**src/common/pmp_cfg_pkg.sv**
```systemverilog
//////////////////////////////
// RV32 only, XLEN fixed at 32 and no 34-bit Sv32 physical space
// pmpcfg W=1/R=0 combination is not filtered
//////////////////////////////

package pmp_cfg_pkg;

    //////////////////////////////
    // Architecture constants
    //////////////////////////////

    // Register and address width
    localparam int XLEN       = 32;
    // Region count allowed by the privileged spec
    localparam int MAX_REGION = 16;
    // Bits needed for a region index
    localparam int IDX_W      = $clog2(MAX_REGION);

    //////////////////////////////
    // Configuration encodings
    //////////////////////////////

    // A field of a pmpcfg byte
    typedef enum logic [1:0] {
        OFF   = 2'd0,
        TOR   = 2'd1,
        NA4   = 2'd2,
        NAPOT = 2'd3
    } addr_match_e;

    // One pmpcfg byte, msb first
    typedef struct packed {
        logic        lock;
        logic [1:0]  rsvd;
        addr_match_e a;
        logic        x;
        logic        w;
        logic        r;
    } pmp_cfg_t;

    // Target of a CSR write port access
    typedef enum logic {
        SEL_CFG  = 1'b0,
        SEL_ADDR = 1'b1
    } cfg_sel_e;

endpackage

```
**src/common/pmp_acc_pkg.sv**
```systemverilog
//////////////////////////////
// Single port for fetch and data, kind tells them apart
// Only U and M privilege, no S mode
//////////////////////////////

package pmp_acc_pkg;

    // Kind of access being checked
    typedef enum logic [1:0] {
        FETCH = 2'd0,
        LOAD  = 2'd1,
        STORE = 2'd2
    } acc_kind_e;

    // Privilege, encoded as in mstatus.MPP
    typedef enum logic [1:0] {
        PRIV_U = 2'b00,
        PRIV_M = 2'b11
    } priv_e;

    // Match result handed to the permission stage
    typedef struct packed {
        logic                          hit;
        logic [pmp_cfg_pkg::IDX_W-1:0] idx;
        // Permission bits of the winning entry, zero on a miss
        logic                          lock;
        logic                          x;
        logic                          w;
        logic                          r;
        acc_kind_e                     kind;
        priv_e                         priv;
    } pmp_res_t;

endpackage

```
**src/common/pmp_acc_if.sv**
```systemverilog
//////////////////////////////
// valid is a single-cycle pulse, fields are held until the next one
//////////////////////////////

`timescale 1ns/10ps

interface pmp_acc_if;

    // Captured access, stable while the access is in flight
    logic                         valid;
    logic [pmp_cfg_pkg::XLEN-1:0] addr;
    pmp_acc_pkg::acc_kind_e       kind;
    pmp_acc_pkg::priv_e           priv;

    // Request capture side
    modport src (output valid, addr, kind, priv);

    // Matcher side
    modport dst (input valid, addr, kind, priv);

endinterface

```
**src/common/pmp_res_if.sv**
```systemverilog
//////////////////////////////
// valid is a single-cycle pulse, res is only meaningful with it
//////////////////////////////

`timescale 1ns/10ps

interface pmp_res_if;

    // Result pulse
    logic                  valid;
    // Hit, index, permissions and the access attributes
    pmp_acc_pkg::pmp_res_t res;

    // Matcher side
    modport src (output valid, res);

    // Permission and handshake side
    modport dst (input valid, res);

    // No flow control, the consumer must take every pulse

endinterface

```
**src/csr/pmp_csr_bank.sv**
```systemverilog
//////////////////////////////
// Write-only bank without CSR read-back
// Locks clear only on reset and writes to missing entries are dropped
//////////////////////////////

`timescale 1ns/10ps

module pmp_csr_bank #(
    parameter int NB_REGION = 16
) (
    input  logic                          aclk,
    input  logic                          arst_n_i,
    input  logic                          cfg_we_i,
    input  pmp_cfg_pkg::cfg_sel_e         cfg_sel_i,
    input  logic [pmp_cfg_pkg::IDX_W-1:0] cfg_idx_i,
    input  logic [pmp_cfg_pkg::XLEN-1:0]  cfg_wdata_i,
    output pmp_cfg_pkg::pmp_cfg_t         cfg_o  [NB_REGION],
    output logic [pmp_cfg_pkg::XLEN-1:0]  addr_o [NB_REGION]
);

    import pmp_cfg_pkg::*;

    // Incoming configuration byte with the reserved field cleared
    pmp_cfg_t wcfg;

    always_comb begin
        wcfg      = pmp_cfg_t'(cfg_wdata_i[7:0]);
        wcfg.rsvd = 2'b00;
    end

    //////////////////////////////
    // Per-entry registers
    //////////////////////////////

    for (genvar i = 0; i < NB_REGION; i++) begin : g_entry

        logic            sel;
        // Set when entry i+1 is a locked TOR and pins this address
        logic            frz;
        pmp_cfg_t        cfg_q;
        logic [XLEN-1:0] addr_q;

        // Indices past NB_REGION never select
        assign sel = cfg_we_i && (cfg_idx_i == IDX_W'(i));

        if (i < NB_REGION - 1) begin : g_frz
            assign frz = cfg_o[i+1].lock && (cfg_o[i+1].a == TOR);
        end else begin : g_last
            // Topmost entry has nothing above it
            assign frz = 1'b0;
        end

        always_ff @(posedge aclk or negedge arst_n_i) begin
            if (!arst_n_i) begin
                cfg_q  <= '0;
                addr_q <= '0;
            end else if (sel && !cfg_q.lock) begin
                // Own lock blocks both registers of the entry
                if (cfg_sel_i == SEL_CFG) begin
                    cfg_q <= wcfg;
                end else if (!frz) begin
                    addr_q <= cfg_wdata_i;
                end
            end
        end

        assign cfg_o[i]  = cfg_q;
        assign addr_o[i] = addr_q;

    end

endmodule

```
**src/match/pmp_region_decode.sv**
```systemverilog
//////////////////////////////
// Compares on word addresses, byte offset of the access is ignored
//////////////////////////////

`timescale 1ns/10ps

module pmp_region_decode (
    input  pmp_cfg_pkg::pmp_cfg_t        cfg_i,
    input  logic [pmp_cfg_pkg::XLEN-1:0] addr_reg_i,
    input  logic [pmp_cfg_pkg::XLEN-1:0] prev_addr_reg_i,
    input  logic [pmp_cfg_pkg::XLEN-1:0] acc_addr_i,
    output logic                         hit_o
);

    import pmp_cfg_pkg::*;

    logic [XLEN-1:0] waddr;
    logic [XLEN-1:0] ign;
    logic [XLEN-1:0] mask;
    logic [XLEN-1:0] base;

    // Access address in pmpaddr units
    assign waddr = {2'b00, acc_addr_i[XLEN-1:2]};

    // Trailing ones plus the zero above them, i.e. the NAPOT size bits
    assign ign   = addr_reg_i ^ (addr_reg_i + XLEN'(1));

    // NA4 compares every bit, NAPOT drops the size bits
    assign mask  = (cfg_i.a == NAPOT) ? ~ign : '1;
    assign base  = addr_reg_i & mask;

    always_comb begin
        case (cfg_i.a)
            // Half-open range above the previous entry
            TOR:        hit_o = (waddr >= prev_addr_reg_i) && (waddr < addr_reg_i);
            NA4, NAPOT: hit_o = (waddr & mask) == base;
            default:    hit_o = 1'b0;
        endcase
    end

endmodule

```
**src/match/pmp_match.sv**
```systemverilog
//////////////////////////////
// One access per cycle with the result one cycle after acc.valid
// Lowest-numbered hit wins
//////////////////////////////

`timescale 1ns/10ps

module pmp_match #(
    parameter int NB_REGION = 16
) (
    input  logic                         aclk,
    input  logic                         arst_n_i,
    input  pmp_cfg_pkg::pmp_cfg_t        cfg_i  [NB_REGION],
    input  logic [pmp_cfg_pkg::XLEN-1:0] addr_i [NB_REGION],
    pmp_acc_if.dst                       acc,
    pmp_res_if.src                       res
);

    import pmp_cfg_pkg::*;
    import pmp_acc_pkg::*;

    logic [NB_REGION-1:0] hits;
    logic                 sel_hit;
    logic [IDX_W-1:0]     sel_idx;
    pmp_cfg_t             sel_cfg;
    pmp_res_t             res_d;
    pmp_res_t             res_q;
    logic                 valid_q;

    //////////////////////////////
    // Region hit tests
    //////////////////////////////

    for (genvar i = 0; i < NB_REGION; i++) begin : g_region
        logic [XLEN-1:0] prev;

        // Entry 0 TOR starts at address zero
        if (i == 0) begin : g_first
            assign prev = '0;
        end else begin : g_next
            assign prev = addr_i[i-1];
        end

        pmp_region_decode u_dec (
            .cfg_i           (cfg_i[i]),
            .addr_reg_i      (addr_i[i]),
            .prev_addr_reg_i (prev),
            .acc_addr_i      (acc.addr),
            .hit_o           (hits[i])
        );
    end

    // Scan from the top so the lowest index is written last
    always_comb begin
        sel_hit = 1'b0;
        sel_idx = '0;
        sel_cfg = '0;
        for (int i = NB_REGION - 1; i >= 0; i--) begin
            if (hits[i]) begin
                sel_hit = 1'b1;
                sel_idx = IDX_W'(i);
                sel_cfg = cfg_i[i];
            end
        end
    end

    always_comb begin
        res_d      = '0;
        res_d.hit  = sel_hit;
        res_d.idx  = sel_idx;
        res_d.lock = sel_cfg.lock;
        res_d.x    = sel_cfg.x;
        res_d.w    = sel_cfg.w;
        res_d.r    = sel_cfg.r;
        res_d.kind = acc.kind;
        res_d.priv = acc.priv;
    end

    //////////////////////////////
    // Result register
    //////////////////////////////

    always_ff @(posedge aclk or negedge arst_n_i) begin
        if (!arst_n_i) begin
            valid_q <= 1'b0;
        end else begin
            valid_q <= acc.valid;
        end
    end

    // Payload only loads with a new access
    always_ff @(posedge aclk) begin
        if (acc.valid) begin
            res_q <= res_d;
        end
    end

    assign res.valid = valid_q;
    assign res.res   = res_q;

    // A reported hit always names a region that is switched on
    a_hit_enabled : assert property (
        @(posedge aclk) disable iff (!arst_n_i)
        res.valid && res.res.hit |-> cfg_i[res.res.idx].a != OFF
    );

endmodule

```
**src/verilog/pmp_req_port.sv**
```systemverilog
//////////////////////////////
// Request is sampled, then launched on the following edge
// Busy until the ack has fallen, fields must stay stable meanwhile
//////////////////////////////

`timescale 1ns/10ps

module pmp_req_port (
    input  logic                         aclk,
    input  logic                         arst_n_i,
    input  logic                         acc_req_i,
    input  logic [pmp_cfg_pkg::XLEN-1:0] acc_addr_i,
    input  pmp_acc_pkg::acc_kind_e       acc_kind_i,
    input  pmp_acc_pkg::priv_e           acc_priv_i,
    input  logic                         ack_done_i,
    pmp_acc_if.src                       acc
);

    import pmp_cfg_pkg::*;
    import pmp_acc_pkg::*;

    typedef enum logic {
        IDLE = 1'b0,
        BUSY = 1'b1
    } state_e;

    state_e          state_q;
    // Sampled request, also tells BUSY the request has gone
    logic            req_q;
    logic            valid_q;
    logic [XLEN-1:0] addr_q;
    acc_kind_e       kind_q;
    priv_e           priv_q;

    //////////////////////////////
    // Idle/busy FSM
    //////////////////////////////

    always_ff @(posedge aclk or negedge arst_n_i) begin
        if (!arst_n_i) begin
            state_q <= IDLE;
            req_q   <= 1'b0;
            valid_q <= 1'b0;
        end else begin
            req_q   <= acc_req_i;
            valid_q <= 1'b0;
            case (state_q)
                IDLE: if (req_q) begin
                    valid_q <= 1'b1;
                    state_q <= BUSY;
                end
                // Ack has dropped and the request is already low
                BUSY: if (ack_done_i && !req_q) begin
                    state_q <= IDLE;
                end
                default: state_q <= IDLE;
            endcase
        end
    end

    // Capture fields with the launch pulse
    always_ff @(posedge aclk) begin
        if (state_q == IDLE && req_q) begin
            addr_q <= acc_addr_i;
            kind_q <= acc_kind_i;
            priv_q <= acc_priv_i;
        end
    end

    assign acc.valid = valid_q;
    assign acc.addr  = addr_q;
    assign acc.kind  = kind_q;
    assign acc.priv  = priv_q;

    // Ack rises two edges after launch, request must hold until then
    a_req_held : assert property (
        @(posedge aclk) disable iff (!arst_n_i) valid_q |-> acc_req_i ##1 acc_req_i
    );

endmodule

```
**src/verilog/pmp_resp_port.sv**
```systemverilog
//////////////////////////////
// allow and fault are both low whenever the ack is low
//////////////////////////////

`timescale 1ns/10ps

module pmp_resp_port (
    input  logic                          aclk,
    input  logic                          arst_n_i,
    pmp_res_if.dst                        res,
    input  logic                          acc_req_i,
    output logic                          acc_ack_o,
    output logic                          acc_allow_o,
    output logic                          acc_fault_o,
    output logic                          acc_hit_o,
    output logic [pmp_cfg_pkg::IDX_W-1:0] acc_idx_o,
    output logic                          ack_done_o
);

    import pmp_acc_pkg::*;

    logic allow_d;

    //////////////////////////////
    // Permission rule
    //////////////////////////////

    always_comb begin
        if (!res.res.hit) begin
            // Miss, only machine mode gets through
            allow_d = (res.res.priv == PRIV_M);
        end else if (res.res.priv == PRIV_M && !res.res.lock) begin
            // Unlocked entries do not bind M mode
            allow_d = 1'b1;
        end else begin
            case (res.res.kind)
                LOAD:    allow_d = res.res.r;
                STORE:   allow_d = res.res.w;
                FETCH:   allow_d = res.res.x;
                default: allow_d = 1'b0;
            endcase
        end
    end

    //////////////////////////////
    // Four-phase acknowledge
    //////////////////////////////

    always_ff @(posedge aclk or negedge arst_n_i) begin
        if (!arst_n_i) begin
            acc_ack_o   <= 1'b0;
            acc_allow_o <= 1'b0;
            acc_fault_o <= 1'b0;
            acc_hit_o   <= 1'b0;
            acc_idx_o   <= '0;
            ack_done_o  <= 1'b0;
        end else begin
            ack_done_o <= 1'b0;
            if (res.valid) begin
                acc_ack_o   <= 1'b1;
                acc_allow_o <= allow_d;
                acc_fault_o <= !allow_d;
                acc_hit_o   <= res.res.hit;
                acc_idx_o   <= res.res.idx;
            end else if (acc_ack_o && !acc_req_i) begin
                // Request gone, close the handshake and free the input side
                acc_ack_o   <= 1'b0;
                acc_allow_o <= 1'b0;
                acc_fault_o <= 1'b0;
                ack_done_o  <= 1'b1;
            end
        end
    end

endmodule

```
**src/verilog/pmp_unit.sv**
```systemverilog
//////////////////////////////
// One access in flight, ack three cycles after the request is sampled
// Configure only while no access is pending
//////////////////////////////

`timescale 1ns/10ps

module pmp_unit #(
    parameter int NB_REGION = 16
) (
    input  logic                          aclk,
    input  logic                          arst_n_i,
    // CSR write port
    input  logic                          cfg_we_i,
    input  pmp_cfg_pkg::cfg_sel_e         cfg_sel_i,
    input  logic [pmp_cfg_pkg::IDX_W-1:0] cfg_idx_i,
    input  logic [pmp_cfg_pkg::XLEN-1:0]  cfg_wdata_i,
    // Access check handshake
    input  logic                          acc_req_i,
    input  logic [pmp_cfg_pkg::XLEN-1:0]  acc_addr_i,
    input  pmp_acc_pkg::acc_kind_e        acc_kind_i,
    input  pmp_acc_pkg::priv_e            acc_priv_i,
    output logic                          acc_ack_o,
    output logic                          acc_allow_o,
    output logic                          acc_fault_o,
    output logic                          acc_hit_o,
    output logic [pmp_cfg_pkg::IDX_W-1:0] acc_idx_o
);

    import pmp_cfg_pkg::*;

    // Region count must fit the architectural limit
    if (NB_REGION < 1 || NB_REGION > MAX_REGION) begin : g_bad_nb_region
        $error("NB_REGION out of range");
    end

    pmp_cfg_t        cfg  [NB_REGION];
    logic [XLEN-1:0] addr [NB_REGION];
    // Ack falling edge, releases the input side
    logic            ack_done;

    pmp_acc_if acc_bus ();
    pmp_res_if res_bus ();

    //////////////////////////////
    // Configuration registers
    //////////////////////////////

    pmp_csr_bank #(
        .NB_REGION (NB_REGION)
    ) u_csr (
        .aclk        (aclk),
        .arst_n_i    (arst_n_i),
        .cfg_we_i    (cfg_we_i),
        .cfg_sel_i   (cfg_sel_i),
        .cfg_idx_i   (cfg_idx_i),
        .cfg_wdata_i (cfg_wdata_i),
        .cfg_o       (cfg),
        .addr_o      (addr)
    );

    //////////////////////////////
    // Access pipeline
    //////////////////////////////

    pmp_req_port u_req (
        .aclk       (aclk),
        .arst_n_i   (arst_n_i),
        .acc_req_i  (acc_req_i),
        .acc_addr_i (acc_addr_i),
        .acc_kind_i (acc_kind_i),
        .acc_priv_i (acc_priv_i),
        .ack_done_i (ack_done),
        .acc        (acc_bus.src)
    );

    pmp_match #(
        .NB_REGION (NB_REGION)
    ) u_match (
        .aclk     (aclk),
        .arst_n_i (arst_n_i),
        .cfg_i    (cfg),
        .addr_i   (addr),
        .acc      (acc_bus.dst),
        .res      (res_bus.src)
    );

    pmp_resp_port u_resp (
        .aclk        (aclk),
        .arst_n_i    (arst_n_i),
        .res         (res_bus.dst),
        .acc_req_i   (acc_req_i),
        .acc_ack_o   (acc_ack_o),
        .acc_allow_o (acc_allow_o),
        .acc_fault_o (acc_fault_o),
        .acc_hit_o   (acc_hit_o),
        .acc_idx_o   (acc_idx_o),
        .ack_done_o  (ack_done)
    );

endmodule

```
**config.mk**
```make
export PLATFORM = sky130hd
export DESIGN_NAME = pmp_unit
export DESIGN_NICKNAME = d
export VERILOG_FILES = /design/src/common/pmp_cfg_pkg.sv /design/src/common/pmp_acc_pkg.sv /design/src/common/pmp_acc_if.sv /design/src/common/pmp_res_if.sv /design/src/csr/pmp_csr_bank.sv /design/src/match/pmp_region_decode.sv /design/src/match/pmp_match.sv /design/src/verilog/pmp_req_port.sv /design/src/verilog/pmp_resp_port.sv /design/src/verilog/pmp_unit.sv
export SDC_FILE = /design/constraint.sdc
export NUM_CORES = 2
export LEC_CHECK = 0
export BUFFER_PORTS_ARGS = -buffer_cell sky130_fd_sc_hd__clkbuf_2
export CAP_MARGIN = 10
export CORE_MARGIN = 5
export CORE_UTILIZATION = 50
export CTS_CLUSTER_SIZE = 12
export DETAILED_ROUTE_END_ITERATION = 7
export PLACE_DENSITY = 0.63
export SLEW_MARGIN = 40
export SYNTH_ARGS = -nofsm -noshare
export SYNTH_HDL_FRONTEND = slang
export SYNTH_HIERARCHICAL = 1
export SYNTH_SLANG_ARGS = --single-unit
```
**constraint.sdc**
```tcl
create_clock -name aclk -period 9.08 [get_ports aclk]
set_input_delay 0.454 -clock aclk [delete_from_list [all_inputs] [get_ports aclk]]
set_output_delay 0.454 -clock aclk [all_outputs]
set_load 0.02 [all_outputs]
```
======== Yosys cells after proc, flatten, opt, wreduce, memory -nomap -nowiden ========
Cells that the tools add are included.
storage, ports and cells
  input port bits ......................... 77
  register bits after elaboration ......... 670
cells by class
  reduce and logical (&&, ||, !) cells .... 142
  multiplexer cells ....................... 77
  $add $sub $neg .......................... 16
  eq/ne operators ......................... 82
  bitwise gates (word level) .............. 81
  order comparisons ....................... 32
operators by type and width
  cell                                                  number
  adder 32 x 1 -> 32 bit, second input constant         16
  bitwise AND 30 x 32 -> 32 bit                         16
  bitwise AND 32 bit                                    16
  == test 32 bit                                        16
  < comparator 30 x 32 -> 1 bit                         16
  two-way mux 32 bit                                    16
  NOT 32 bit                                            16
  bitwise XOR 32 bit                                    16
  >= comparator 30 x 32 -> 1 bit                        15
  two-way mux 8 bit                                     16
  == test 2 bit, second input constant                  34
  logical AND 1 bit                                     67
  AND reduction 3 bit                                   15
  == test 2 x 1 -> 1 bit, second input constant         17
  case mux 1 bit (2 select lines)                       17
  AND reduction 2 bit                                   17
  OR reduction 2 bit                                    17
  == test 4 bit, second input constant                  8
  two-way mux 4 bit                                     8
  >= comparator 30 x 1 -> 1 bit, second input constant  1
  zero test 1 bit                                       20
  NOT 1 bit                                             17
  == test 4 x 3 -> 1 bit, second input constant         4
  OR reduction 15 bit                                   1
  other kinds (11)                                      28

======== Longest topological paths before layout ========
  word-level depth ........................ 23
  mapped depth ............................ 15
  mapped depth without buffers ............ 14

======== Hierarchy ========
Netlist, hierarchy kept.
modules (own cells, without submodules)
  module                                             cells an instance  instances  sequential area each (um^2)  area each (um^2)
  pmp_region_decode (u_match.g_region[0].u_dec ...)  329                15         0.0                          2294.7
  pmp_csr_bank                                       1428               1          15214.6                      23697.7
  pmp_region_decode (u_match.g_region[2].u_dec)      325                1          0.0                          2270.9
  pmp_match                                          133                1          415.4                        1201.2
  pmp_req_port                                       42                 1          1156.1                       1173.6
  pmp_resp_port                                      29                 1          225.2                        369.1

======== Least setup slack after synthesis ========
Ideal clock, no wire load.
  path type ............................... register to register
  start point ............................. reg u_req.addr_q[3] (netlist: u_req/acc.addr[3])
  end point ............................... reg u_match.res_q (netlist bit u_match/res.res[6]), data pin
  stages on the path, launching flop included .. 13
  clock period less this slack ............ 4054 ps
  buffers on the path ..................... 0
  slack ................................... 5026 ps
  arrival time ............................ 3789 ps
  setup time .............................. 265 ps
  cell sequence ........................... edfxtp_1 > nor2b_1 > o31a_1 > a2111oi_0 > nand2_1 > nor4_1 > nand4_1 > o31ai_2 > or3b_2 > o211a_1 > o211a_1 > o21ai_1 > a31oi_1
RTL lines
  element                 RTL line            source
  from (decl)             pmp_req_port.sv:31  logic [XLEN-1:0] addr_q;
  from (signal assigned)  pmp_req_port.sv:64  addr_q <= acc_addr_i;
  to (signal assigned)    pmp_match.sv:94     res_q <= res_d;
  to (decl)               pmp_match.sv:27     pmp_res_t res_q;

==> metrics.md <==
| Metric | Value |
|---|---|
| Worst hold path type | `input port to async pin` |
| Register area | `between 0.015 and 0.02 mm2` |
| Initial Util | `0.502` |
| CP bufs+invs | `4` |
| Worst-Skew Late Latency | `roughly 0.7 ns` |
| Pre-CTS WS | `slightly above 4 ns` |
| WS Path Type | `register to register` |
| Sum of negative setup slack | `0 ns` |
| Worst r2r src | `u_req/acc.addr[17]` |
| # resized after CTS | `0` |
| TritonCTS clock tree | `done` |
| Ports | `85` |
| Actual slew at the worst max-slew pin | `a little over 0.9 ns` |
| Sw Share | `0.379` |
| Crit-path most repeated cell | `buf_4` |
| Pwr Total | `~0.012 W` |
| WL final | `~230,000 um` |
| TritonCTS Buffers | `85` |
| R2R depth | `16` |
| Max-slew violation count | `0` |
| RSZ-0062 raised after global routing | `false` |
| Nets | `between 8,000 and 9,000` |
| Htree depth | `3` |
| NetSw | `between 0.004 and 0.005 W` |
| Sequential group share of total power | `0.380` |
| Post-route DRC | `0` |
| HPWL after DPL | `around 150,000 um` |
| RePlAce Congestion | `0.947` |
| Layout cells sized above 1 | `0.144` |
| Worst EP arrival | `between 5 and 6 ns` |
| Power per cell area | `between 150 and 200 mW/mm2` |
| Rel. slew slack | `0.395` |
| Multi-input logic area | `between 0.04 and 0.05 mm2` |
| Status | `finished, final reports clean` |
| Tmin final | `about 5.1 ns` |
| Layout fillers | `roughly 11,000` |
| Initial antenna violation count | `20` |
| Max VDD drop | `approximately 0.14 mV` |
| RR Endpoint | `u_match/res.res[5]` |
| CP peak stage delay | `a little under 0.7 ns` |
| Final ANT Viol Nets | `0` |
| Rows | `130` |
| Int Power | `between 0.007 and 0.008 W` |
| Clk sinks | `~670` |
| Post-route insts no fill | `just under 9,000` |
| Gr usage total | `0.334` |
| Final setup fails | `0` |
| Mapped cell area | `~0.063 mm2` |
| Initial drt markers | `about 5,700` |
| Crit-path slowest cell | `edfxtp_1` |
| Die W | `about 360 um` |
| Max-cap check violation count | `0` |
| Yosys warnings | `6` |
| Clk_skew | `around 0.031 ns` |
| Combinational fraction of design power | `0.317` |
| Area grow syn2layout | `11.0%` |
| Postcts setup bufs | `0` |
| Clk buf depth | `3` |
| Flop2flop setup slack | `3.93 ns` |
| Largest net degree at the start of global routing | `roughly 150` |
| Die height | `around 360 um` |
| Most common cell after layout, fill and taps aside | `inv_1` |
| Fin. Hold Viols | `0` |
| CP required | `9.52 ns` |
| WL/cell | `25.7 um` |
| Setup ws final | `3.93 ns` |
| Critical path cell sequence | `buf_4 > buf_4 > ha_1 > nand4_1 > nor4_1 > o31ai_1 > o211ai_1 > a41o_1 > o21ai_1 > o31ai_2 > buf_4 > inv_1 > a31oi_2 > o211ai_1 > a221oi_2 > o21bai_2` |
| Commonest cells after routing, fill and taps aside | `inv_1 (1,003), ha_1 (960), dfrtp_1 (621)` |
| Fin crit share | `0.567` |
| CTS root buf | `clkbuf_16` |
| Inst Count DP | `roughly 8,600` |
| Die ar. | `0.133 mm2` |
| Core area | `0.125 mm2` |
| Via count | `56,600` |
| Lkg Pwr | `about 31 nW` |
| Port Buffers | `82` |
| Critical-path maximum fanout | `21` |
| Worst-path clk slew | `~0.060 ns` |
| Post-Synthesis Cells | `about 6,900` |
| Max Freq | `approximately 190 MHz` |
| Clk pwr share | `0.303` |
| Kind of cell adding the most delay to the critical path | `compound AO/OA/AOI/OAI gates` |
| Startpoint Class | `register` |
| Crit end category | `register` |
| First-pass GRT wire length | `339,000 um` |
| Initial DRT Pass Iterations | `6` |
| Vias in the first global route | `53,800` |
| Syn_area_per_cell | `approximately 9 um2` |
| GRT Residual Overflow | `0` |
| Via density | `around 6.4` |
| Hold-fix buffers at CTS | `36` |
## per-layer routing
metal	vias to the layer above	GRT usage	share of wire	wire, um
met2	2543	0.519	0.44	99400
met5	-	0	0.000057	13
met4	2	0.141	0.044	10100
met1	27900	0.459	0.43	98300
met3	548	0.0605	0.088	20000
li1	25600	-	-	-
## state kept, by name (all words and copies together), names as in the netlist, 2 cells and up
name and flops:
u_csr/cfg_o 96, u_csr/g_entry.addr_q 512, u_match/res.res 13, u_req/acc.addr 30, u_req/acc.kind 2, u_req/acc.priv 2
u_resp/acc_idx_o 4
## metrics by stage
stage / instance area (um2) / hold WS [ns] / util
CTS: 69600 / 0.291 / 0.555
floorplan: 63000 / 0.158 / -
detailed placement: 66200 / 0.415 / 0.529
global placement: 65800 / 0.407 / 0.526
finish: 69700 / 0.294 / 0.557
global route: 69700 / 0.343 / 0.556
## worst reg2reg max path, cell delays in order (launching register included)
cell	delay (ns)
edfxtp_1	0.69
buf_4	0.58
buf_4	0.57
ha_1	0.28
nand4_1	0.12
nor4_1	0.32
o31ai_1	0.13
o211ai_1	0.19
a41o_1	0.47
o21ai_1	0.18
o31ai_2	0.11
buf_4	0.25
inv_1	0.11
a31oi_2	0.25
o211ai_1	0.20
a221oi_2	0.35
o21bai_2	0.10
## power by group through the flow
stage / Sequential, W / Clock, W / Combinational, W
after global routing: 0.00471 / 0.00383 / 0.00433
final: 0.00462 / 0.00367 / 0.00385
after global placement: 0.00461 / 0 / 0.00358
after detailed placement: 0.00463 / 0 / 0.00374
after floorplan: 0.00426 / 0 / 0.00283
after CTS: 0.00458 / 0.00372 / 0.00378
## how the worst max path moves through the flow
stage / cells after the start / endpoint / startpoint / slack [ns]
6_report: 16 / u_match/res.res[5] / u_req/acc.addr[17] / 3.93
5_1_grt: 13 / u_match/res.res[7] / u_req/acc.addr[30] / 3.88
4_1_cts: 14 / u_match/res.res[5] / u_req/acc.addr[17] / 4.05
3_5_place_dp: 14 / u_match/res.res[5] / u_req/acc.addr[17] / 4.07
3_3_place_gp: 14 / u_match/res.res[6] / u_req/acc.addr[27] / 3.98
2_1_floorplan: 12 / u_match/res.res[6] / u_req/acc.addr[3] / 5.03
## area by class of cell
type / instances / share of cell area
clock buffers: 123 / 0.0354
flip-flops and latches: 668 / 0.243
well taps: 1650 / 0.0296
repair buffers: 229 / 0.0286
multi-input cells: 5110 / 0.601
diodes: 30 / 0.00108
clock inverters: 36 / 0.00727
inverters: 1003 / 0.0540
Note: power is estimated with default switching activity, not from simulation.
